$ cat config.mk
export PLATFORM = sky130hd
export DESIGN_NAME = cpu_ctrl_top
export DESIGN_NICKNAME = d
export VERILOG_FILES = /design/src/logic/cpu_ctrl_pkg.sv /design/src/logic/cpu_ctrl_top.sv /design/src/logic/ctrl_execute.sv /design/src/logic/ctrl_result.sv /design/src/logic/insn_decode.sv
export VERILOG_INCLUDE_DIRS = /design/src /design/src/logic
export SDC_FILE = /design/constraint.sdc
export NUM_CORES = 1
export LEC_CHECK = 0
export ABC_AREA = 1
export BUFFER_PORTS_ARGS = -buffer_cell sky130_fd_sc_hd__buf_2
export CORE_MARGIN = 2
export CORE_UTILIZATION = 46
export CTS_BUF_LIST = sky130_fd_sc_hd__clkbuf_4
export DETAILED_ROUTE_END_ITERATION = 10
export MAX_ROUTING_LAYER = met4
export PLACE_DENSITY = 0.79
export REMOVE_ABC_BUFFERS = 1
export SYNTH_ARGS = -nofsm -noshare
export SYNTH_HDL_FRONTEND = slang
export SYNTH_SLANG_ARGS = --single-unit
$ cat constraint.sdc
create_clock -name CLK -period 1.2 [get_ports CLK]
set_input_delay 0.06 -clock CLK [delete_from_list [all_inputs] [get_ports CLK]]
set_output_delay 0.06 -clock CLK [all_outputs]
set_load 0.05 [all_outputs]
$ cat src/logic/cpu_ctrl_cfg.svh
/*
 * Sizing and fixed indices for the 16-bit sequencing unit.
 * The PC must stay r7 and the flags target r0; the decoder and the
 * control word assume 8 registers with 3-bit indices.
 * The immediate prefix width plus the 4-bit pout_lo field must equal the word width.
 */
`ifndef CPU_CTRL_CFG_SVH
`define CPU_CTRL_CFG_SVH

// instruction and data word
`define CPU_WORD_W 16

// register file
`define CPU_NREGS 8
`define CPU_REG_IDX_W 3

// r7 doubles as program counter
`define CPU_PC_REG 3'd7

// target of the flags copy
`define CPU_FLAGS_REG 3'd0

// alu operation select, 4 bits from the word plus a high bit
`define CPU_ALU_OP_W 5

// upper bits of pout, set by the prefix instruction
`define CPU_IMM_W 12

// NOP is the all-zero word
`define CPU_NOP_WORD 16'h0000

`endif

$ cat src/logic/cpu_ctrl_pkg.sv
/*
 * Types shared by the sequencing unit: instruction formats, classes,
 * pipeline requests and the control word to register file, ALU and memory.
 * All register masks in ctrl_word_t are active low.
 */
`include "cpu_ctrl_cfg.svh"

package cpu_ctrl_pkg;

	typedef enum logic [3:0] {
		CLS_NOP     = 4'h0,
		CLS_IMM     = 4'h1, // 12-bit prefix
		CLS_ALU2    = 4'h2, // reg, reg
		CLS_ALUI    = 4'h3, // reg, imm4
		CLS_BR      = 4'h4, // absolute branch
		CLS_MEM     = 4'h5, // load / store, reg index
		CLS_ALU3    = 4'h8, // 3'b100 prefix
		CLS_FLAGS   = 4'hc, // 3'b110 prefix
		CLS_ILLEGAL = 4'hf
	} insn_class_t;

	typedef union packed {
		logic [`CPU_WORD_W-1:0] word;
		struct packed {
			logic [3:0] cls;
			logic [3:0] op;
			logic       nostore; // compare style, result dropped
			logic [2:0] dst;
			logic [3:0] src_imm; // src in [2:0], op high bit in [3]
		} alu2;
		struct packed {
			logic [2:0] cls;
			logic [3:0] op;
			logic [2:0] dst;
			logic [2:0] src2; // drives alu A
			logic [2:0] src;  // drives alu B
		} alu3;
		struct packed {
			logic [3:0] cls;
			logic       rsvd11;
			logic       post_dec_n;
			logic       post_inc_n;
			logic       store;
			logic       rsvd7;
			logic [2:0] data;
			logic       rsvd3;
			logic [2:0] index;
		} mem;
		struct packed {
			logic [3:0] cls;
			logic       indirect;
			logic [2:0] cond;
			logic       rsvd7;
			logic [2:0] tgt;
			logic [3:0] imm4;
		} br;
	} insn_u;

	typedef struct packed {
		logic        valid; // word came from fetch, not an injected NOP
		insn_class_t cls;
		insn_u       insn;
	} dec_t;

	typedef struct packed {
		logic feed_nop;
		logic stall_next;
		logic delay_next;
	} seq_req_t;

	typedef struct packed {
		logic stall;
		logic delay;
	} seq_state_t;

	typedef struct packed {
		logic [`CPU_ALU_OP_W-1:0]         alu_op;
		logic [`CPU_REG_IDX_W-1:0]        alu_a_sel;
		logic [`CPU_REG_IDX_W-1:0]        alu_b_sel;
		logic                             alu_b_from_p_b; // 0 = B from pout
		logic [`CPU_NREGS-1:0]            ld_alu_b;
		logic [`CPU_NREGS-1:0]            ld_mem_b;
		logic [`CPU_NREGS-1:0]            ld_p_b;
		logic                             m_en_b;
		logic [`CPU_REG_IDX_W-1:0]        m_sel;
		logic [`CPU_REG_IDX_W-1:0]        maddr_sel;
		logic [`CPU_NREGS-1:0]            inc_b;
		logic [`CPU_NREGS-1:0]            dec_b;
		logic                             mem_oe_b;
		logic                             mem_wr_b;
		logic [`CPU_WORD_W-`CPU_IMM_W-1:0] pout_lo;
	} ctrl_word_t;

	// active-low one-register select
	function automatic logic [`CPU_NREGS-1:0] sel_mask(input logic [`CPU_REG_IDX_W-1:0] idx);
		logic [`CPU_NREGS-1:0] m;
		m = '1;
		m[idx] = 1'b0;
		return m;
	endfunction

endpackage

$ cat src/logic/cpu_ctrl_top.sv
/*
 * Sequencing and control unit of the 16-bit core.
 * Outputs are combinational from state; memory_in must hold the word at
 * address r7 whenever maddr_sel is 7 and mem_oe_b is low.
 */
`timescale 1ns/1ps
`include "cpu_ctrl_cfg.svh"

module cpu_ctrl_top (
	input  logic                     CLK,
	input  logic                     RSTb,
	input  logic [`CPU_WORD_W-1:0]   memory_in,
	input  logic                     c,
	input  logic                     z,
	input  logic                     s,
	output cpu_ctrl_pkg::ctrl_word_t ctrl,
	output logic [`CPU_WORD_W-1:0]   pout
);
	import cpu_ctrl_pkg::*;

	dec_t                  p0;
	dec_t                  p1;
	seq_state_t            seq;
	seq_req_t              req;
	ctrl_word_t            exec_ctrl;
	logic [`CPU_IMM_W-1:0] imm;

	insn_decode u_decode (
		.CLK       (CLK),
		.RSTb      (RSTb),
		.memory_in (memory_in),
		.req       (req),
		.p0        (p0),
		.p1        (p1),
		.seq       (seq),
		.imm       (imm)
	);

	ctrl_execute u_execute (
		.p0        (p0),
		.seq       (seq),
		.c         (c),
		.z         (z),
		.s         (s),
		.exec_ctrl (exec_ctrl),
		.req       (req)
	);

	ctrl_result u_result (
		.exec_ctrl (exec_ctrl),
		.p1        (p1),
		.imm       (imm),
		.ctrl      (ctrl),
		.pout      (pout)
	);

endmodule

$ cat src/logic/ctrl_execute.sv
/*
 * Stage-0 control word and pipeline requests, purely combinational.
 * Fetch through r7 is the default unless a load stall is in progress.
 * Condition 7 never branches here; NOP and illegal words add nothing.
 */
`timescale 1ns/1ps
`include "cpu_ctrl_cfg.svh"

module ctrl_execute (
	input  cpu_ctrl_pkg::dec_t       p0,
	input  cpu_ctrl_pkg::seq_state_t seq,
	input  logic                     c,
	input  logic                     z,
	input  logic                     s,
	output cpu_ctrl_pkg::ctrl_word_t exec_ctrl,
	output cpu_ctrl_pkg::seq_req_t   req
);
	import cpu_ctrl_pkg::*;

	function automatic logic br_taken(input logic [2:0] cond, input logic c_in,
		input logic z_in, input logic s_in);
		logic t;
		case (cond)
			3'd0:    t = z_in;
			3'd1:    t = !z_in;
			3'd2:    t = s_in;
			3'd3:    t = !s_in;
			3'd4:    t = c_in;
			3'd5:    t = !c_in;
			3'd6:    t = 1'b1; // always
			default: t = 1'b0;
		endcase
		return t;
	endfunction

	always_comb begin
		exec_ctrl.alu_op         = '0;
		exec_ctrl.alu_a_sel      = '0;
		exec_ctrl.alu_b_sel      = '0;
		exec_ctrl.alu_b_from_p_b = 1'b1;
		exec_ctrl.ld_alu_b       = '1;
		exec_ctrl.ld_mem_b       = '1;
		exec_ctrl.ld_p_b         = '1;
		exec_ctrl.m_en_b         = 1'b1;
		exec_ctrl.m_sel          = '0;
		exec_ctrl.maddr_sel      = '0;
		exec_ctrl.inc_b          = '1;
		exec_ctrl.dec_b          = '1;
		exec_ctrl.mem_oe_b       = 1'b1;
		exec_ctrl.mem_wr_b       = 1'b1;
		exec_ctrl.pout_lo        = '0;
		req                      = '0;

		// fetch, also during the branch delay cycle
		if (!seq.stall) begin
			exec_ctrl.maddr_sel             = `CPU_PC_REG;
			exec_ctrl.mem_oe_b              = 1'b0;
			exec_ctrl.inc_b[`CPU_PC_REG]    = 1'b0;
		end

		if (p0.valid) begin
			case (p0.cls)
				CLS_ALU2: begin
					exec_ctrl.alu_op    = {p0.insn.alu2.src_imm[3], p0.insn.alu2.op};
					exec_ctrl.alu_a_sel = p0.insn.alu2.dst;
					exec_ctrl.alu_b_sel = p0.insn.alu2.src_imm[2:0];
					if (!p0.insn.alu2.nostore)
						exec_ctrl.ld_alu_b = sel_mask(p0.insn.alu2.dst);
				end
				CLS_ALUI: begin
					exec_ctrl.alu_op         = {1'b0, p0.insn.alu2.op};
					exec_ctrl.alu_a_sel      = p0.insn.alu2.dst;
					exec_ctrl.alu_b_from_p_b = 1'b0; // B = {imm, imm4}
					exec_ctrl.pout_lo        = p0.insn.alu2.src_imm;
					if (!p0.insn.alu2.nostore)
						exec_ctrl.ld_alu_b = sel_mask(p0.insn.alu2.dst);
				end
				CLS_ALU3: begin
					exec_ctrl.alu_op    = {1'b0, p0.insn.alu3.op};
					exec_ctrl.alu_a_sel = p0.insn.alu3.src2;
					exec_ctrl.alu_b_sel = p0.insn.alu3.src;
					exec_ctrl.ld_alu_b  = sel_mask(p0.insn.alu3.dst);
				end
				CLS_BR: begin
					if (br_taken(p0.insn.br.cond, c, z, s)) begin
						req.feed_nop                 = 1'b1; // word behind branch discarded
						req.delay_next               = 1'b1;
						exec_ctrl.inc_b[`CPU_PC_REG] = 1'b1;
						if (p0.insn.br.indirect) begin
							exec_ctrl.alu_op         = `CPU_ALU_OP_W'd1; // tgt + pout
							exec_ctrl.alu_a_sel      = p0.insn.br.tgt;
							exec_ctrl.alu_b_from_p_b = 1'b0;
							exec_ctrl.ld_alu_b       = sel_mask(`CPU_PC_REG);
						end else begin
							exec_ctrl.pout_lo = p0.insn.br.imm4;
							exec_ctrl.ld_p_b  = sel_mask(`CPU_PC_REG); // r7 <= pout
						end
					end
				end
				CLS_MEM: begin
					exec_ctrl.maddr_sel = p0.insn.mem.index; // bus taken from fetch
					req.feed_nop        = 1'b1;
					if (!p0.insn.mem.store) begin
						req.stall_next = 1'b1; // read happens in stage 1
					end else begin
						exec_ctrl.m_en_b   = 1'b0;
						exec_ctrl.m_sel    = p0.insn.mem.data;
						exec_ctrl.mem_oe_b = 1'b1;
						exec_ctrl.mem_wr_b = 1'b0;
						exec_ctrl.inc_b[p0.insn.mem.index] = p0.insn.mem.post_inc_n;
						exec_ctrl.dec_b[p0.insn.mem.index] = p0.insn.mem.post_dec_n;
					end
					exec_ctrl.dec_b[`CPU_PC_REG] = 1'b0; // refetch the skipped word
					exec_ctrl.inc_b[`CPU_PC_REG] = 1'b1;
				end
				CLS_FLAGS: begin
					exec_ctrl.pout_lo = {1'b0, c, z, s};
					exec_ctrl.ld_p_b  = sel_mask(`CPU_FLAGS_REG);
				end
				default: ; // nop, prefix, illegal
			endcase
		end

		// stage 0 is empty while a load stalls
		a_stall_empty: assert (!(seq.stall && p0.valid))
			else $error("valid instruction in stage 0 during a load stall");
	end

endmodule

$ cat src/logic/ctrl_result.sv
/*
 * Stage-1 completion of loads on top of the stage-0 control word.
 * Only loads finish in stage 1; stage 0 holds an injected NOP then,
 * so the overlay never meets a stage-0 memory access.
 */
`timescale 1ns/1ps
`include "cpu_ctrl_cfg.svh"

module ctrl_result (
	input  cpu_ctrl_pkg::ctrl_word_t exec_ctrl,
	input  cpu_ctrl_pkg::dec_t       p1,
	input  logic [`CPU_IMM_W-1:0]    imm,
	output cpu_ctrl_pkg::ctrl_word_t ctrl,
	output logic [`CPU_WORD_W-1:0]   pout
);
	import cpu_ctrl_pkg::*;

	logic load_done;

	always_comb begin
		load_done = p1.valid && p1.cls == CLS_MEM && !p1.insn.mem.store;
		ctrl      = exec_ctrl;

		if (load_done) begin
			ctrl.maddr_sel = p1.insn.mem.index;
			ctrl.mem_oe_b  = 1'b0; // memory drives data bus
			ctrl.mem_wr_b  = 1'b1;
			ctrl.ld_mem_b  = sel_mask(p1.insn.mem.data);
			ctrl.inc_b[p1.insn.mem.index] = p1.insn.mem.post_inc_n;
			ctrl.dec_b[p1.insn.mem.index] = p1.insn.mem.post_dec_n;
		end

		// pipeline constant, prefix on top
		pout = {imm, ctrl.pout_lo};

		a_no_bus_clash: assert (ctrl.mem_oe_b || ctrl.mem_wr_b)
			else $error("memory read and write enabled together");
	end

endmodule

$ cat src/logic/insn_decode.sv
/*
 * Stage registers, stall / delay state and immediate prefix.
 * Requests from execute take effect at the next edge; a prefix only
 * reaches the instruction right behind it, imm clears otherwise.
 */
`timescale 1ns/1ps
`include "cpu_ctrl_cfg.svh"

module insn_decode (
	input  logic                     CLK,
	input  logic                     RSTb,
	input  logic [`CPU_WORD_W-1:0]   memory_in,
	input  cpu_ctrl_pkg::seq_req_t   req,
	output cpu_ctrl_pkg::dec_t       p0,
	output cpu_ctrl_pkg::dec_t       p1,
	output cpu_ctrl_pkg::seq_state_t seq,
	output logic [`CPU_IMM_W-1:0]    imm
);
	import cpu_ctrl_pkg::*;

	insn_u                 s0_q;
	insn_u                 s1_q;
	insn_u                 s0_next;
	logic                  v0_q;
	logic                  v1_q;
	logic                  fetch_ok;
	seq_state_t            seq_q;
	logic [`CPU_IMM_W-1:0] imm_q;
	logic [`CPU_IMM_W-1:0] imm_next;

	function automatic insn_class_t classify(input insn_u w);
		insn_class_t cls;
		case (w.word[15:12])
			4'h0:       cls = (w.word == `CPU_NOP_WORD) ? CLS_NOP : CLS_ILLEGAL; // 01xx etc dropped
			4'h1:       cls = CLS_IMM;
			4'h2:       cls = CLS_ALU2;
			4'h3:       cls = CLS_ALUI;
			4'h4:       cls = CLS_BR;
			4'h5:       cls = CLS_MEM;
			4'h8, 4'h9: cls = CLS_ALU3; // 3-bit prefix
			4'hc, 4'hd: cls = CLS_FLAGS; // 3-bit prefix
			default:    cls = CLS_ILLEGAL;
		endcase
		return cls;
	endfunction

	always_comb begin
		fetch_ok     = !seq_q.stall && !seq_q.delay && !req.feed_nop;
		s0_next.word = fetch_ok ? memory_in : `CPU_NOP_WORD; // otherwise inject NOP

		p0.valid = v0_q;
		p0.cls   = classify(s0_q);
		p0.insn  = s0_q;
		p1.valid = v1_q;
		p1.cls   = classify(s1_q);
		p1.insn  = s1_q;

		// prefix lives for exactly one following instruction
		if (p0.valid && p0.cls == CLS_IMM)
			imm_next = s0_q.word[`CPU_IMM_W-1:0];
		else
			imm_next = '0;
	end

	always_ff @(posedge CLK) begin
		if (!RSTb) begin
			s0_q.word   <= `CPU_NOP_WORD;
			s1_q.word   <= `CPU_NOP_WORD;
			v0_q        <= 1'b0;
			v1_q        <= 1'b0;
			seq_q.stall <= 1'b0;
			seq_q.delay <= 1'b0;
			imm_q       <= '0;
		end else begin
			s0_q        <= s0_next;
			s1_q        <= s0_q; // stage 1 always follows stage 0
			v0_q        <= fetch_ok;
			v1_q        <= v0_q;
			seq_q.stall <= req.stall_next;
			seq_q.delay <= req.delay_next;
			imm_q       <= imm_next;
		end
	end

	assign seq = seq_q;
	assign imm = imm_q;

	// a load never sits in a branch delay and vice versa
	a_stall_delay_excl: assert property (@(posedge CLK) disable iff (!RSTb)
		!(seq_q.stall && seq_q.delay))
		else $error("stall and delay set together");

endmodule

==> run metrics <==
status=finished with violations; failing checks=negative setup slack; Post-Synth Simple-Gate Area=40.3%; Final Setup Violations=92; layout cells sized above 1=52.7%; register area=927 um2; Final Wtd Congestion=0.957; die span in y=82.2 um; crit-path most repeated cell=nand2_2; Multi-input gate area=1920 um2; Fmax achieved=0.478 GHz; WP data arrival=2.03 ns; Tot Pwr=3.76 mW; Worst setup SP type=flip-flop; DRC Markers=0; Final Critical Period=2.09 ns; initial antenna violation count=0; CP top delay family=simple AND/OR/NAND/NOR gates; total die area=6760 um2; clk sinks=45; Crit path largest cell delay=0.37 ns; final wirelength=13600 um; first-pass GRT wire length=16900 um; routed length per instance=19.5 um; Final Max Tran Viols=0; Die Span X=82.2 um; IO Count=102; area share of fa/ha/maj cells after synthesis=0%; count leader, synth=inv_1; Hold Crit Class=input pin to flip-flop; Seq/Total Area, Yosys=32.0%; DP HPWL=6420 um; Port Buffers=95; Clk pin slew, worst setup/hold paths=0.13 ns; floorplan row count=28; Worst-Skew Late Latency=0.38 ns; vias in the first global route=3579; core area=5920 um2; 1st-pass router iterations=6; Final ANT Viol Nets=0; clk root buf=clkbuf_4; area added between synthesis and finish=83.7%; maximum vdd drop=618 uV; Yosys top cell by area=dfxtp_1; Initial Utilization=47.5%; Vias/cell=5.79; # diodes=0; RSZ-0062 raised after global routing=yes; Unique masters post-synth=28; pre-CTS setup slack=-0.403 ns; P_leak=2.48 nW; DRT iter0 DRCs=492; WP data required=1.14 ns; H-tree depth=2; Util after Layout=87.4%; Slowest-stage cell, CP=dfxtp_1; Syn Area/Cell=6.47 um2; dominant synthesized flop cell=dfxtp_1; Filler cells=265; Vias=4024; Seq cells post-synth=45; Post-synth EDFFs=0; synth top area cells=dfxtp_1 32%, inv_1 11%, nand2_1 11%; max_cap viols=0; final hold vios=0; Worst-Margin Slew=0.550 ns; CP max FO=5; fin area=5170 um2; # nets final=640; xor-xnor portion of the synthesized cell area=0%; Bufs on Longest Clock Path=2; total gr overflow=0; crit-path cells=nand2_2, nor3_4, nand4_1, o21ai_1, inv_1, nand2_2, buf_8; list of most frequent post-synthesis cells=85 x inv_1, 81 x nand2_1, 55 x nor2_1; all-layer global routing usage=33.8%; portion of netlist area occupied by mux cells=0%; Post-Syn Area=2820 um2; Syn Inst Count=435; largest family of logic cells by synthesized area=simple AND/OR/NAND/NOR gates; largest net degree at the start of global routing=14; Synth Area in Compound Gates=8.31%; Yosys top cell area share=32.0%; Slew HR=63.3%; CP bufs+invs=2; asr flop ratio synth=0%; TritonCTS Buffers=5; critical path endpoint category=primary output; Post-Place Cell Area=3740 um2; worst hold slack=0.0343 ns; pwr/cell area=726 nW/um2; clk_skew=0.0168 ns; CTS tree=yes; Setup CP Type=flip-flop to primary output; fin crit share=174%; worst setup margin=-0.893 ns; Yosys warnings=0
[sequential cells by signal, summed over array words and instances, names as in the netlist]
signal and flops:
u_decode.s0_q 16, u_decode.seq 2, u_decode.s1_q 13, u_decode.v1_q 1, u_decode.imm 12, u_decode.v0_q 1
[cell families (layout without fill, tap and decap cells)]
kind of cell           count (synthesis)  count (layout)
and+or+nand+nor                      223             224
buffers and inverters                122             301
DFF                                   45              45
AOI/OAI and AO/OA                     44              44
other                                  1               6
[worst min-delay path, stage by stage]
cell	delay (ns)
buf_2	0.19
nand2_1	0.10
inv_1	0.03
[what timing repair did]
item                                   in CTS  in global routing
cloned                                      1                  1
hold buffers                               16                  0
setup endpoints to repair                  80                 93
buffers inserted                           10                 11
gates resized for setup                   224                101
endpoints found under the hold margin      16                  0
pin swaps                                  25                 41
[stage by stage]
| stage | TNS (ns) | std cells |
|---|---|---|
| global route | -55.65 | 695 |
| detailed placement | -20.40 | 650 |
| finish | -49.32 | 695 |
| floorplan | -37.65 | 415 |
| global placement | -17.04 | 650 |
| CTS | -38.83 | 684 |
[per-layer routing]
metal | wire, um | track usage, % | vias up
met5 | 0 | - | -
met4 | 914 | 17.3 | 0
met3 | 1370 | 5.65 | 107
met2 | 6470 | 58.5 | 368
met1 | 4820 | 37.4 | 1835
li1 | - | - | 1714
[cell type report]
| cell class | instances | share of cell area, % |
|---|---|---|
| clock inverters | 3 | 0.242 |
| inverters | 97 | 7.57 |
| well taps | 75 | 1.81 |
| multi-input cells | 274 | 37.0 |
| repair buffers | 196 | 34.7 |
| clock buffers | 5 | 0.726 |
| flip-flops and latches | 45 | 17.9 |
[path summary, 6_finish.rpt]
path / start / endpoint / slack (ns) / cells past startpoint
worst min register to register: u_decode.s0_q[4]$_SDFF_PN0_ / u_decode.s1_q[4]$_SDFF_PN0_ / 0.60 / 3
worst max register to register: u_decode.s0_q[12]$_SDFF_PN0_ / u_decode.s0_q[3]$_SDFF_PN0_ / -0.26 / 9
worst min-delay path: RSTb / u_decode.s1_q[15]$_SDFF_PN0_ / 0.03 / 3
worst max-delay path: u_decode.v1_q$_SDFF_PN0_ / ctrl[21] / -0.89 / 7
[layout by cell type (no fill, tap or decap), drive strengths merged]
cell type / count
and3: 1
a22oi: 3
o22ai: 5
dfxtp: 45
o21ai: 26
clkbuf: 5
buf: 180
nand4: 28
nand3: 30
clkinv: 3
nand2: 86
nor2: 71
conb: 6
dlygate4sd3: 16
nor3: 8
a21oi: 10
inv: 97
[power by group]
| part | total [mW] | leakage, nW | switching, mW | internal, mW |
|---|---|---|---|---|
| combinational | 1.39 | 2.07 | 0.873 | 0.520 |
| clock | 0.727 | 0.0300 | 0.514 | 0.213 |
| sequential | 1.64 | 0.374 | 0.0834 | 1.55 |
| total | 3.76 | 2.48 | 1.47 | 2.29 |
No activity file was read; power rests on OpenSTA's default activity.
